===== config.mk =====
export PLATFORM = sky130hd
export DESIGN_NAME = apb_access_ctrl
export DESIGN_NICKNAME = d
export VERILOG_FILES = /design/src/logic/cache_pkg.sv /design/src/logic/apb_access_ctrl.sv
export SDC_FILE = /design/constraint.sdc
export NUM_CORES = 1
export LEC_CHECK = 0
export BUFFER_PORTS_ARGS = -buffer_cell sky130_fd_sc_hd__buf_4
export CORE_AREA = 2 2 68 70
export DETAILED_ROUTE_END_ITERATION = 6
export DIE_AREA = 0 0 70 72
export PLACE_DENSITY = 0.67
export REMOVE_ABC_BUFFERS = 1
export SLEW_MARGIN = 15
export SYNTH_ARGS = -nofsm -noshare
export SYNTH_HDL_FRONTEND = slang
export SYNTH_SLANG_ARGS = --single-unit

===== constraint.sdc =====
create_clock -name clk -period 1.75 [get_ports clk]
set_input_delay 0 -clock clk [delete_from_list [all_inputs] [get_ports clk]]
set_output_delay 0 -clock clk [all_outputs]
set_load 0.01 [all_outputs]

===== src/logic/cache_pkg.sv =====
package cache_pkg;

  // cache geometry
  localparam int WORD_BITS  = 32;
  localparam int LINE_WORDS = 8;
  localparam int LINE_COUNT = 128;
  localparam int ADDR_BITS  = 12;

  localparam int LINE_BITS      = WORD_BITS * LINE_WORDS;   // 256
  localparam int BYTES_PER_WORD = WORD_BITS / 8;
  localparam int LINE_BYTES     = BYTES_PER_WORD * LINE_WORDS;

  localparam int BANK_COUNT = 4;
  localparam int BANK_BITS  = LINE_BITS / BANK_COUNT;        // 64 bits per bank
  localparam int BANK_BYTES = BANK_BITS / 8;

  // byte address split into index, offset and byte
  localparam int OFF_BITS = $clog2(LINE_WORDS);
  localparam int IDX_BITS = $clog2(LINE_COUNT);
  localparam int OFF_LSB  = $clog2(BYTES_PER_WORD);          // bits 1:0 ignored
  localparam int IDX_LSB  = OFF_LSB + OFF_BITS;

  typedef logic [WORD_BITS-1:0]      word_t;
  typedef logic [LINE_BITS-1:0]      line_t;       // word 0 in low bits
  typedef logic [ADDR_BITS-1:0]      addr_t;
  typedef logic [IDX_BITS-1:0]       line_idx_t;
  typedef logic [OFF_BITS-1:0]       word_off_t;
  typedef logic [BYTES_PER_WORD-1:0] strb_t;

  typedef enum logic [1:0] {
    acc_idle,
    acc_read,
    acc_done
  } acc_state_t;

endpackage

===== src/logic/apb_access_ctrl.sv =====
`timescale 1ns/1ps

module apb_access_ctrl import cache_pkg::*; (
  input  logic      clk,
  input  logic      reset,
  input  logic      psel,
  input  logic      penable,
  input  logic      pwrite,
  input  addr_t     paddr,
  input  word_t     pwdata,
  input  strb_t     pstrb,
  input  logic      line_wr,       // store port taken by refill
  input  word_t     rd_word,
  output logic      pready,
  output word_t     prdata,
  output logic      rd_en,
  output line_idx_t rd_idx,
  output word_off_t rd_off,
  output logic      wd_en,
  output line_idx_t wd_idx,
  output word_off_t wd_off,
  output word_t     wd_data,
  output strb_t     wd_strb
);

  acc_state_t state, state_nxt;
  logic       setup_ph;
  logic       access_ph;

  assign setup_ph  = psel && !penable;
  assign access_ph = psel && penable;

  always_ff @(posedge clk) begin
    if (reset) begin
      state <= acc_idle;
    end else begin
      state <= state_nxt;
    end
  end

  always_comb begin
    state_nxt = state;
    rd_en     = 1'b0;
    wd_en     = 1'b0;
    pready    = 1'b0;
    case (state)
      acc_idle: begin
        if (setup_ph && !pwrite) begin
          state_nxt = acc_read;                  // read goes through the store
        end else if (access_ph && pwrite && !line_wr) begin
          wd_en  = 1'b1;                         // single cycle store
          pready = 1'b1;
        end
      end
      acc_read: begin
        if (access_ph && !line_wr) begin
          rd_en     = 1'b1;
          state_nxt = acc_done;
        end
      end
      acc_done: begin
        pready    = 1'b1;                        // registered word is ready
        state_nxt = acc_idle;
      end
      default: state_nxt = acc_idle;
    endcase
  end

  assign prdata = (state == acc_done) ? rd_word : '0;

  // address split for both store ports
  assign rd_idx  = paddr[IDX_LSB +: IDX_BITS];
  assign rd_off  = paddr[OFF_LSB +: OFF_BITS];
  assign wd_idx  = paddr[IDX_LSB +: IDX_BITS];
  assign wd_off  = paddr[OFF_LSB +: OFF_BITS];
  assign wd_data = pwdata;
  assign wd_strb = pstrb;

endmodule


==> flow_results.xml <==
<?xml version="1.0" encoding="UTF-8"?>
<metrics>
  <group name="synth">
    <metric name="ys_ff_latch" unit="">2</metric>
    <metric name="synth_warnings" unit="">0</metric>
    <metric name="per_instance_average_area_after_synthesis" unit="sq um">7.601</metric>
    <metric name="post_synth_inst_count" unit="">107</metric>
    <metric name="synthArstFlopShare" unit="%">0</metric>
    <metric name="post-synth-top-count-cell" unit="">buf_4</metric>
    <metric name="synth_edf_count" unit="">0</metric>
    <metric name="synth_seq_area_share" unit="%">4.923</metric>
    <metric name="ranking_of_synthesized_cells_by_area" unit="">buf_4 52%, and2_2 19%, and2_1 9.2%</metric>
    <metric name="synthFlopType" unit="">dfxtp_1</metric>
    <metric name="yosysUniqueCellTypes" unit="">15</metric>
    <metric name="mappedNetlistArea" unit="sq um">813.3</metric>
    <metric name="netlist.area_leader.share" unit="%">51.69</metric>
    <metric name="ys_top_cells_by_count" unit="">56 x buf_4, 21 x and2_2, 12 x and2_1</metric>
    <metric name="yosysTopAreaCell" unit="">buf_4</metric>
  </group>
  <group name="clock_network">
    <metric name="clk_latency" unit="ns">0.21</metric>
    <metric name="clockBufferDepth" unit="">2</metric>
    <metric name="cts.root.buffer_cell" unit="">clkbuf_8</metric>
    <metric name="cts_max_level" unit="">1</metric>
    <metric name="cts_tree" unit="">built</metric>
    <metric name="clk_pin_slew" unit="ns">0.03</metric>
    <metric name="postCtsResizedCells" unit="">0</metric>
    <metric name="clock-sinks" unit="">2</metric>
    <metric name="numCtsBuffers" unit="">3</metric>
  </group>
  <group name="power">
    <metric name="power_per_cell_area" unit="mW/mm^2">315.9</metric>
    <metric name="vdd.ir_drop.worst" unit="mV">0.2104</metric>
    <metric name="cellLeakagePower" unit="nW">0.5671</metric>
  </group>
  <group name="global_routing">
    <metric name="number_of_antenna_violations_at_the_first_check_in_global_routing" unit="">0</metric>
    <metric name="grt.total_usage" unit="%">20.55</metric>
    <metric name="globalRouteOverflowTotal" unit="">0</metric>
    <metric name="grt_first_pass_wirelength" unit="microns">6679</metric>
    <metric name="first_global_vias" unit="">650</metric>
    <metric name="grt_max_degree" unit="">33</metric>
  </group>
  <group name="timing">
    <metric name="max_slew_margin" unit="%">63.43</metric>
    <metric name="setup_tns" unit="ns">0</metric>
    <metric name="maxSlewViolCount" unit="">0</metric>
    <metric name="report.final.hold_viol_count" unit="">0</metric>
    <metric name="setup_violations" unit="">0</metric>
    <metric name="finalWorstSetupSlack" unit="ns">0.2215</metric>
    <metric name="actual_slew_at_the_worst_max_slew_pin" unit="ns">0.5474</metric>
    <metric name="rsz0062_at_grt" unit="">false</metric>
    <metric name="post-route-period-util" unit="%">87.34</metric>
    <metric name="clock.fmax" unit="MHz">654.2</metric>
    <metric name="layout_min_cycle_time" unit="ns">1.528</metric>
    <metric name="finalClockSkew" unit="ns">0.002194</metric>
    <metric name="holdWs" unit="ns">0.00009514</metric>
  </group>
  <group name="die">
    <metric name="chipWidth" unit="microns">70</metric>
    <metric name="core-area" unit="sq mm">0.004264</metric>
    <metric name="placement_rows" unit="">24</metric>
    <metric name="dieArea" unit="sq mm">0.005040</metric>
    <metric name="starting_density_of_the_core" unit="%">19.07</metric>
    <metric name="num_io_pins" unit="">177</metric>
    <metric name="die_h" unit="microns">72</metric>
  </group>
  <group name="finish">
    <metric name="non_filler_cells_in_the_finished_layout" unit="">177</metric>
    <metric name="seq_area" unit="sq um">40.04</metric>
    <metric name="nets" unit="">213</metric>
    <metric name="antennaDiodeCount" unit="">0</metric>
    <metric name="largest_registers" unit="">state x2</metric>
    <metric name="area_growth" unit="%">26.15</metric>
    <metric name="area_of_the_multi_input_gates" unit="sq um">311.5</metric>
    <metric name="postLayoutCoreUtil" unit="%">24.06</metric>
    <metric name="largest_register" unit="">state</metric>
    <metric name="final_layout_size_suffix_gt1_share" unit="%">77.60</metric>
    <metric name="largest_register_ffs" unit="">2</metric>
    <metric name="fill_cells" unit="">488</metric>
  </group>
  <group name="drt">
    <metric name="route.detailed.wl_per_inst" unit="microns">31.21</metric>
    <metric name="vias" unit="">742</metric>
    <metric name="finalWirelength" unit="microns">5524</metric>
    <metric name="first_iter_violations" unit="">16</metric>
    <metric name="routed_vias_inst" unit="">4.192</metric>
    <metric name="drc" unit="">0</metric>
    <metric name="postRouteAntennaNets" unit="">0</metric>
    <metric name="detail_route.first_pass.iterations" unit="">4</metric>
  </group>
  <group name="place">
    <metric name="placedCellCount" unit="">172</metric>
    <metric name="detailedPlace.worstSlack" unit="ns">0.4033</metric>
    <metric name="io_buffers" unit="">72</metric>
    <metric name="gpl.final_weighted_congestion" unit="">0.8019</metric>
  </group>
  <group name="outcome">
    <metric name="outcome" unit="">completed</metric>
  </group>
  <group name="setup_path">
    <metric name="worstSetupEndpointType" unit="">flip-flop</metric>
    <metric name="critical_path_arrival" unit="ns">1.68</metric>
    <metric name="timing.critical_path.from_type" unit="">flip-flop</metric>
    <metric name="cp_max_fo" unit="">6</metric>
    <metric name="required" unit="ns">1.90</metric>
    <metric name="setup.worst_path.class" unit="">flip-flop to flip-flop</metric>
  </group>
  <group name="job">
    <metric name="drv.max_cap_violation_count" unit="">0</metric>
  </group>
  <group name="worst_hold_path">
    <metric name="min-delay-path-class" unit="">input pin to primary output</metric>
  </group>
</metrics>
-- through the flow --
| stage | total power, mW | cell area, sq um |
|---|---|---|
| after floorplan | 0.06619 | 359.1 |
| after global placement | 0.1363 | 964.7 |
| after detailed placement | 0.1380 | 964.7 |
| after CTS | 0.3292 | 1026 |
| after global routing | 0.3442 | 1026 |
| final | 0.3241 | 1026 |
-- placed cells by master, fill, tap and decap left out --
cell type / Yosys / final
and3b_1: 1 / 1
nand3b_1: 1 / 1
dfxtp_1: 2 / 2
dlygate4sd3_1: 0 / 2
buf_4: 56 / 72
nor2_1: 1 / 1
a21oi_1: 2 / 2
nor3b_1: 2 / 2
clkbuf_8: 0 / 3
nor4_1: 1 / 1
nor2b_4: 1 / 1
and2_2: 21 / 21
and2_1: 12 / 12
o21ai_0: 1 / 1
inv_1: 2 / 2
o41ai_1: 1 / 1
-- metal layers --
metal  part of all wire (%)  GRT usage, %
met5                      0             0
met1                     16         9.380
met2                     52         37.04
met4                   0.31         3.846
met3                     32         31.11
-- worst paths after layout --
path              slack, ns     endpoint  depth (start not counted)        from
hold reg to reg        0.70     state[1]                          2    state[1]
setup reg to reg       0.22     state[0]                          4    state[0]
setup / recovery       0.22     state[0]                          4    state[0]
hold / removal       0.0001  wd_data[11]                          0  pwdata[11]
-- cells by family after synthesis --
group                  after synthesis  synth area share, %
AOI/OAI and AO/OA                    4                2.923
buffers and inverters               61                56.77
and+or+nand+nor                     40                35.38
DFF                                  2                4.923
-- layout make-up --
cell class                 count  share of cell area [%]
tap                           52                   6.341
clock buffer                   3                   4.024
sequential                     2                   3.902
multi-input combinational     44                   30.37
timing repair buffer          74                   54.63
inverter                       2                  0.7317
-- what timing repair did --
item                      4_1_cts  5_1_grt
hold endpoints to repair        1        0
hold buffers                    2        0
setup buffers                   0        0
-- worst max-delay path: stages, from the launching register on --
cell,delay (ns)
dfxtp_1,0.45
nor3b_1,0.25
o21ai_0,0.11
o41ai_1,0.07
dlygate4sd3_1,0.59
-- power by group --
| part | total, mW | internal (mW) | switching, mW |
|---|---|---|---|
| combinational | 0.0892 | 0.0678 | 0.0213 |
| sequential | 0.0518 | 0.0480 | 0.00378 |
| clock | 0.183 | 0.146 | 0.0376 |
| total | 0.324 | 0.261 | 0.0627 |
Power figures use the tool's default switching activity.
