**config.mk**
```make
export PLATFORM = sky130hd
export DESIGN_NAME = refill_loader
export DESIGN_NICKNAME = d
export VERILOG_FILES = /design/src/logic/cache_pkg.sv /design/src/logic/refill_loader.sv
export SDC_FILE = /design/constraint.sdc
export NUM_CORES = 1
export LEC_CHECK = 0
export ABC_AREA = 1
export BUFFER_PORTS_ARGS = -buffer_cell sky130_fd_sc_hd__buf_4
export CAP_MARGIN = 5
export CORE_AREA = 2 2 147 149
export DETAILED_ROUTE_END_ITERATION = 12
export DIE_AREA = 0 0 149 151
export PLACE_DENSITY = 0.85
export SLEW_MARGIN = 40
export SYNTH_ARGS = -nofsm -noshare
export SYNTH_HDL_FRONTEND = slang
export SYNTH_SLANG_ARGS = --single-unit
```
**constraint.sdc**
```tcl
create_clock -name clk -period 6.75 [get_ports clk]
set_clock_uncertainty 0.15 [all_clocks]
set_input_delay 1.0125 -clock clk [delete_from_list [all_inputs] [get_ports clk]]
set_output_delay 1.0125 -clock clk [all_outputs]
set_load 0.02 [all_outputs]
```
**src/logic/cache_pkg.sv**
```systemverilog
package cache_pkg;

  // cache geometry
  localparam int WORD_BITS  = 32;
  localparam int LINE_WORDS = 8;
  localparam int LINE_COUNT = 128;
  localparam int ADDR_BITS  = 12;

  localparam int LINE_BITS      = WORD_BITS * LINE_WORDS;   // 256
  localparam int BYTES_PER_WORD = WORD_BITS / 8;
  localparam int LINE_BYTES     = BYTES_PER_WORD * LINE_WORDS;

  localparam int BANK_COUNT = 4;
  localparam int BANK_BITS  = LINE_BITS / BANK_COUNT;        // 64 bits per bank
  localparam int BANK_BYTES = BANK_BITS / 8;

  // byte address split into index, offset and byte
  localparam int OFF_BITS = $clog2(LINE_WORDS);
  localparam int IDX_BITS = $clog2(LINE_COUNT);
  localparam int OFF_LSB  = $clog2(BYTES_PER_WORD);          // bits 1:0 ignored
  localparam int IDX_LSB  = OFF_LSB + OFF_BITS;

  typedef logic [WORD_BITS-1:0]      word_t;
  typedef logic [LINE_BITS-1:0]      line_t;       // word 0 in low bits
  typedef logic [ADDR_BITS-1:0]      addr_t;
  typedef logic [IDX_BITS-1:0]       line_idx_t;
  typedef logic [OFF_BITS-1:0]       word_off_t;
  typedef logic [BYTES_PER_WORD-1:0] strb_t;

  typedef enum logic [1:0] {
    acc_idle,
    acc_read,
    acc_done
  } acc_state_t;

endpackage
```
**src/logic/refill_loader.sv**
```systemverilog
`timescale 1ns/1ps

module refill_loader import cache_pkg::*; (
  input  logic      clk,
  input  logic      reset,
  input  logic      fill_psel,
  input  logic      fill_penable,
  input  addr_t     fill_paddr,
  input  word_t     fill_pwdata,
  output logic      fill_pready,
  output logic      line_wr,
  output line_idx_t line_wr_idx,
  output line_t     line_wr_data
);

  line_t     asm_line;             // assembly register
  word_off_t fill_off;
  logic      fill_done;
  logic      last_word;

  // no wait states on the refill side
  assign fill_pready = fill_psel && fill_penable;
  assign fill_done   = fill_psel && fill_penable && fill_pready;

  assign fill_off  = fill_paddr[OFF_LSB +: OFF_BITS];
  assign last_word = fill_done && (fill_off == word_off_t'(LINE_WORDS - 1));

  // each word lands in its slot
  always_ff @(posedge clk) begin
    if (fill_done) begin
      asm_line[fill_off*WORD_BITS +: WORD_BITS] <= fill_pwdata;
    end
  end

  always_ff @(posedge clk) begin
    if (last_word) begin
      line_wr_idx <= fill_paddr[IDX_LSB +: IDX_BITS];
    end
  end

  // one cycle pulse after the last word
  always_ff @(posedge clk) begin
    if (reset) begin
      line_wr <= 1'b0;
    end else begin
      line_wr <= last_word;
    end
  end

  // the next word needs a setup cycle, so the line is stable here
  assign line_wr_data = asm_line;

endmodule

```
==> results.cfg, run 1 <==
[power_and_ir_drop]
switching_share = 0.234
combPwrFrac = 0.089
leakage_nw = 4.84
finalPower_mw = 3.65
internal_power_mw = 2.80
vdd_drop_max_uv = 176
p_per_area_nw_per_um2 = 262
p_sw_mw = 0.853
p_seq_frac = 0.502
pwr-share-clk = 0.409

[die]
dieWidth_microns = 149
rows = 53
ios = 313
core-area_sq_um = 20800
dieHeight_microns = 151
dieArea_sq_um = 22500
start_util = 0.495

[sta]
fin_setup_tns_ps = 0
rsz0062_at_grt = false
drv_slew = 0
slew_headroom = 0.436
fin_crit_ps = 3900
setup_violations = 0
fmax_mhz = 257
hold_violations = 0
worstMarginPinSlew_ps = 847
post-route-period-util = 0.577

[critical_path]
slowest_delay_ps = 660
crit_arrival_ps = 3970
startpoint_type = primary input
cp_max_fo = 72
crit_family = buffers and inverters
crit_required_ps = 6830
cp_common_cell = buf_4
cp_num_buf_inv = 4
crit_type = in -> reg
cp_slowest_cell = buf_4
cp-end-kind = flop
crit_chain = buf_4 > inv_2 > ha_4 > ha_2 > buf_4 > nand3_1 > nor2_4 > buf_16

[logic_synthesis]
synth_xor_area_frac = 0
synth.distinct_cells = 21
synth_seq_cells = 264
synthMuxAreaShare = 0
syn-num-nets = 851
synthAdderAreaFrac = 0.00485
syn_area_sq_um = 10300
synth_top_family_by_area = simple AND/OR/NAND/NOR gates
syn_avg_cell_area_sq_um = 12.9
synth-seq-area-share = 0.767
synthCells = 799
yosys_warnings = 0
synth_compound_area_frac = 0
synth-simple-area-share = 0.185

[clocking]
cts_buffers = 26
cts_tree = yes
clkTransAtPathRegs_ps = 60
postCtsResizedCells = 0
cts_sinks = 264
cts-root-buf = clkbuf_16
hold_buffers = 0
cts_setup_buffers = 0
clk_path_buf_depth = 3
htree_levels = 1

[placed_design]
port_buffers = 310
dp_cells = 1345
place_area_sq_um = 13000
place_congestion = 0.805
dp.final_hpwl_microns = 21600

[grt]
grt_pass1_wl_microns = 44500
grt_use_met2 = 0.448
gr-usage-met3 = 0.0657
antenna_found_initial = 1
grt_busiest_layer = met2
grt.overflow.total = 0
grt_usage = 0.269
grt_use_met1 = 0.350
first_global_vias = 7230
grt_max_degree = 82

[finish]
layout.nets = 1150
antenna_cells = 0
area_growth_pct = 35.0
finish.utilization = 0.669
drive_above_1_share = 0.362
fin_cells = 1393
final_area_sq_um = 13900

[run]
cap_violations = 0

[detailed_routing]
ant_nets = 0
drt_iter0_markers = 691
vias = 7522
routed_wl_microns = 31100
wl_per_cell_microns = 22.3
drc = 0
avgViaCountPerCell = 5.40
first_pass_iters = 5

[worst_hold_path]
hold_class = in -> reg

[status]
status = finished, final reports clean
state kept, by name, summed over array words and instances (netlist names):
name,count
line_wr_data,256
line_wr_idx,7
line_wr,1
through the flow:
stage               hold WS, ps  setup WS [ps]
floorplan                   941           2580
CTS                         481           2880
finish                      497           2850
global route                487           2720
global placement           1030           2200
detailed placement         1030           2340
routing by layer:
metal  part of all wire  up-vias  routed length (microns)
li1                   -     3334                        -
met1               0.37     3612                    11400
met4              0.033        2                     1030
met3               0.10       65                     3190
met5            0.00039        -                       12
met2               0.50      509                    15500
logic make-up (layout without fill, tap and decap cells):
| family | after synthesis | after routing |
|---|---|---|
| adders and majority gates | 4 | 4 |
| buffers and inverters | 100 | 419 |
| DFF | 264 | 264 |
| and+or+nand+nor | 431 | 431 |
worst paths after layout:
check     startpoint  depth (start not counted)                to  slack, ps
max    fill_paddr[2]                          8  line_wr_data[51]       2850
min            reset                          2           line_wr        500
area by class of cell:
class,count,area [sq um]
multi-input cells,435,2040
well taps,275,344
clock buffers,31,691
inverters,47,176
clock inverters,17,196
repair buffers,324,2570
flip-flops and latches,264,7920
fillers,1456,6890
placed cells by master (no fill, tap or decap), drive strengths merged:
cell type / netlist / layout
buf: 38 / 324
clkinv: 0 / 10
nand2: 66 / 66
ha: 4 / 4
nand4: 34 / 34
nor3: 16 / 16
clkbuf: 15 / 31
dfxtp: 1 / 1
edfxtp: 263 / 263
nand3: 49 / 49
nor2: 266 / 266
inv: 47 / 47
clkinvlp: 0 / 3
bufinv: 0 / 4
cell usage after synthesis:
cell      instances  area [sq um]
clkbuf_1         15          56.3
nand3_2          10           100
nor3_1            8          40.0
nor3_2            8          80.1
ha_1              4          50.1
nand2_1          62           233
nor2_2            1          6.26
buf_2            30           150
nand2_2           3          18.8
nand4_1          34           213
nand2_4           1          11.3
edfxtp_1        263          7900
buf_4             2          15.0
inv_2             4          15.0
inv_1            43           161
buf_1             3          11.3
buf_6             3          33.8
dfxtp_1           1          20.0
nor2_4            2          22.5
nor2_1          263           987
nand3_1          39           195
power groups by stage:
stage	Sequential [mW]	Clock [mW]	Combinational, mW
after floorplan	1.90	0	0.144
after global placement	1.87	0	0.309
after detailed placement	1.87	0	0.322
after CTS	1.83	1.51	0.323
after global routing	1.83	1.57	0.345
final	1.83	1.49	0.324
Note: power is estimated with default switching activity, not from simulation.
==> run 2: changes to the inputs <==
- CORE_AREA: 2 2 147 149 -> 2 2 153 155
- DIE_AREA: 0 0 149 151 -> 0 0 155 157
- PLACE_DENSITY: 0.85 -> 0.83
- clock period: 6.75 -> 3.35 ns (I/O delays scaled with it)
==> results.cfg, run 2 (synthesis gave the netlist of run 1 again) <==
[status]
status = finished, final reports clean

[clocking]
cts_tree = yes
cts_buffers = 26
cts-root-buf = clkbuf_16
cts_setup_buffers = 0
cts_sinks = 264
clkTransAtPathRegs_ps = 60
htree_levels = 1
clk_path_buf_depth = 3

[critical_path]
crit_family = buffers and inverters
slowest_delay_ps = 440
crit_chain = buf_4 > inv_2 > ha_4 > ha_4 > nand3_1 > nor2_4 > buf_4
cp_slowest_cell = buf_4
cp-end-kind = flop
cp_num_buf_inv = 3
crit_arrival_ps = 2440
cp_max_fo = 32
startpoint = fill_paddr[2]
crit_required_ps = 3370
startpoint_type = primary input
crit_type = in -> reg

[worst_hold_path]
hp-start = fill_paddr[4]
hold_class = in -> reg

[die]
dieHeight_microns = 157
ios = 313
dieArea_sq_um = 24300
start_util = 0.458
rows = 55
dieWidth_microns = 155
core-area_sq_um = 22500

[finish]
antenna_cells = 0
layout_commonest_cell = buf_4
finish.utilization = 0.617
final_cell_mix = buf_4 (332), edfxtp_1 (263), nor2_1 (255)
fin_cells = 1420
largest_reg_flops = 256
final_area_sq_um = 13900
drive_above_1_share = 0.357
area_growth_pct = 34.5
nFillCells = 1721
layout.nets = 1169

[sta]
layout_setup_ws_ps = 926
hold_violations = 0
post-route-period-util = 0.724
setup_violations = 0
fin_hold_ws_ps = 130
fmax_mhz = 413
rsz0062_at_grt = false
fin_setup_tns_ps = 0
slew_headroom = 0.507
worstMarginPinSlew_ps = 740
fin_crit_ps = 2420
drv_slew = 0

[detailed_routing]
vias = 7629
ant_nets = 0
avgViaCountPerCell = 5.37
drc = 0
first_pass_iters = 5
routed_wl_microns = 32200
wl_per_cell_microns = 22.7
drt_iter0_markers = 836

[grt]
grt_usage = 0.259
first_global_vias = 7560
grt_max_degree = 54
grt.overflow.total = 0
antenna_found_initial = 0
grt_pass1_wl_microns = 46300

[power_and_ir_drop]
leakage_nw = 4.84
p_per_area_nw_per_um2 = 507
vdd_drop_max_uv = 383
finalPower_mw = 7.04

[placed_design]
pre_cts_ws_ps = 373
place_area_sq_um = 13000
port_buffers = 310
place_congestion = 0.871
dp_cells = 1366
dp.final_hpwl_microns = 22200

[run]
cap_violations = 0
## run 2: per-layer routing
layer,wire length [microns],part of all wire,vias to the layer above,GRT usage
met2,15500,0.48,491,0.432
met3,3720,0.12,77,0.0820
met4,1430,0.044,0,0.111
met1,11500,0.36,3685,0.312
met5,0,0,-,0
li1,-,-,3376,-
## run 2: cell type report
class                           instances  area (sq um)  area share
Clock buffer                           36           709      0.0511
Clock inverter                         10          45.0     0.00325
Inverter                               47           176      0.0127
Multi-Input combinational cell        435          2040       0.147
Sequential cell                       264          7920       0.570
Tap cell                              285           357      0.0257
Timing Repair Buffer                  343          2630       0.190
## run 2: power by group
group	total (mW)	leakage, nW	internal [mW]	switching [mW]
clock	2.67	0.365	1.47	1.20
sequential	3.69	1.90	3.68	0.0182
combinational	0.677	2.58	0.198	0.480
total	7.04	4.84	5.34	1.70
## run 2: final timing paths
path / end / slack, ps / cells past startpoint
worst max-delay path: line_wr_data[108] / 930 / 7
worst min-delay path: line_wr / 130 / 3
## run 2: repair_timing
action | 4_1_cts | 5_1_grt
hold buffers | 8 | 0
resized for setup | 0 | 0
endpoints found under the hold margin | 8 | 0
==> run 3: changes to the inputs <==
- CORE_AREA: 2 2 153 155 -> 2 2 147 149
- DIE_AREA: 0 0 155 157 -> 0 0 149 151
- PLACE_DENSITY: 0.83 -> 0.85
- clock period: 3.35 -> 2.51 ns (I/O delays scaled with it)
==> results.cfg, run 3 (synthesis gave the netlist of run 1 again) <==
[critical_path]
cp_num_buf_inv = 3
cp_max_fo = 20
crit_cells = 7
slowest_delay_ps = 330
cp_slowest_cell = nand3_1
startpoint_type = primary input
crit_arrival_ps = 1880
crit_type = in -> reg
crit_family = simple AND/OR/NAND/NOR gates
crit_required_ps = 2550
crit_chain = buf_4 > inv_1 > ha_4 > ha_4 > nand3_1 > nor2_4 > buf_4
cp-end-kind = flop

[worst_hold_path]
hp-start = fill_pwdata[17]
holdPathEnd = line_wr_data[17]
hold_class = in -> reg
holdPathStages = 3

[die]
dieWidth_microns = 149
dieArea_sq_um = 22500
dieHeight_microns = 151
core-area_sq_um = 20800
ios = 313
rows = 53
start_util = 0.495

[placed_design]
place_area_sq_um = 13100
place_congestion = 0.818
dp.final_hpwl_microns = 21200
port_buffers = 310

[sta]
post-route-period-util = 0.731
fmax_mhz = 545
slew_headroom = 0.524
drv_slew = 0
worstMarginPinSlew_ps = 712
fin_crit_ps = 1830
setup_violations = 0
rsz0062_at_grt = false
hold_violations = 0
fin_hold_ws_ps = 63.9

[finish]
finish.utilization = 0.675
drive_above_1_share = 0.362
largest_reg_flops = 256
layout_commonest_cell = buf_4
final_area_sq_um = 14100
area_growth_pct = 36.2
nFillCells = 1408
layout.nets = 1175
antenna_cells = 0
final_cell_mix = buf_4 (332), edfxtp_1 (263), nor2_1 (255)

[detailed_routing]
wl_per_cell_microns = 21.7
first_pass_iters = 5
routed_wl_microns = 30700
avgViaCountPerCell = 5.35
drt_iter0_markers = 674
ant_nets = 0
vias = 7560
drc = 0

[clocking]
cts-root-buf = clkbuf_16
postCtsResizedCells = 0
hold_buffers = 9
cts_setup_buffers = 0
cts_buffers = 26
htree_levels = 1
clk_path_buf_depth = 3
cts_tree = yes
cts_sinks = 264
clkTransAtPathRegs_ps = 60

[power_and_ir_drop]
p_per_area_nw_per_um2 = 684
leakage_nw = 4.93
finalPower_mw = 9.61
vdd_drop_max_uv = 725

[run]
cap_violations = 0

[status]
status = finished, final reports clean

[grt]
first_global_vias = 7455
grt_max_degree = 65
grt_usage = 0.267
grt_busiest_layer = met2
grt_use_met1 = 0.324
grt_pass1_wl_microns = 44300
gr-usage-met3 = 0.0789
grt_use_met2 = 0.463
grt.overflow.total = 0
antenna_found_initial = 0
[run 3: changes by cell type in the layout (fill, tap and decap cells not counted), sizes merged]
cell,before,now
clkbuf,36,32
buf,335,340
clkinv,9,8
dlygate4sd3,8,9
clkinvlp,1,0
bufinv,0,3
[run 3: worst max path at each step]
stage | startpoint | to | slack [ps]
after floorplan | fill_paddr[3] | line_wr_data[128] | -130
after global placement | fill_paddr[3] | line_wr_data[50] | 190
after detailed placement | fill_paddr[3] | line_wr_data[41] | 140
after CTS | fill_paddr[3] | line_wr_data[48] | 680
after global routing | fill_paddr[3] | line_wr_data[32] | 570
final | fill_paddr[3] | line_wr_data[34] | 680
[run 3: routing by layer]
metal,wire (microns),vias to the layer above,share of wire
met1,10800,3635,0.35
met2,15400,485,0.50
met5,0,-,0
li1,-,3375,-
met4,981,0,0.032
met3,3580,65,0.12
[run 3: tightest hold or removal path, stage by stage]
cell    delay, ps
buf_4         110
inv_1          40
nor2_1         80
[run 3: layout make-up]
class / count / area [sq um] / area share
clock buffer: 32 / 694 / 0.0494
clock inverter: 11 / 124 / 0.00882
tap: 275 / 344 / 0.0245
sequential: 264 / 7920 / 0.563
timing repair buffer: 349 / 2740 / 0.195
inverter: 47 / 181 / 0.0129
multi-input combinational: 435 / 2050 / 0.146
[run 3: power by group]
group / internal (mW) / switching, mW
sequential: 4.91 / 0.0240
combinational: 0.272 / 0.645
clock: 2.25 / 1.52
[run 3: per-stage QoR]
step / setup WS, ps / TNS (ps) / std cells
2_1_floorplan: -132 / -12570 / 799
3_3_place_gp: 193 / 0 / 1361
3_5_place_dp: 143 / 0 / 1361
4_1_cts: 678 / 0 / 1413
5_1_grt: 567 / 0 / 1413
6_report: 676 / 0 / 1413
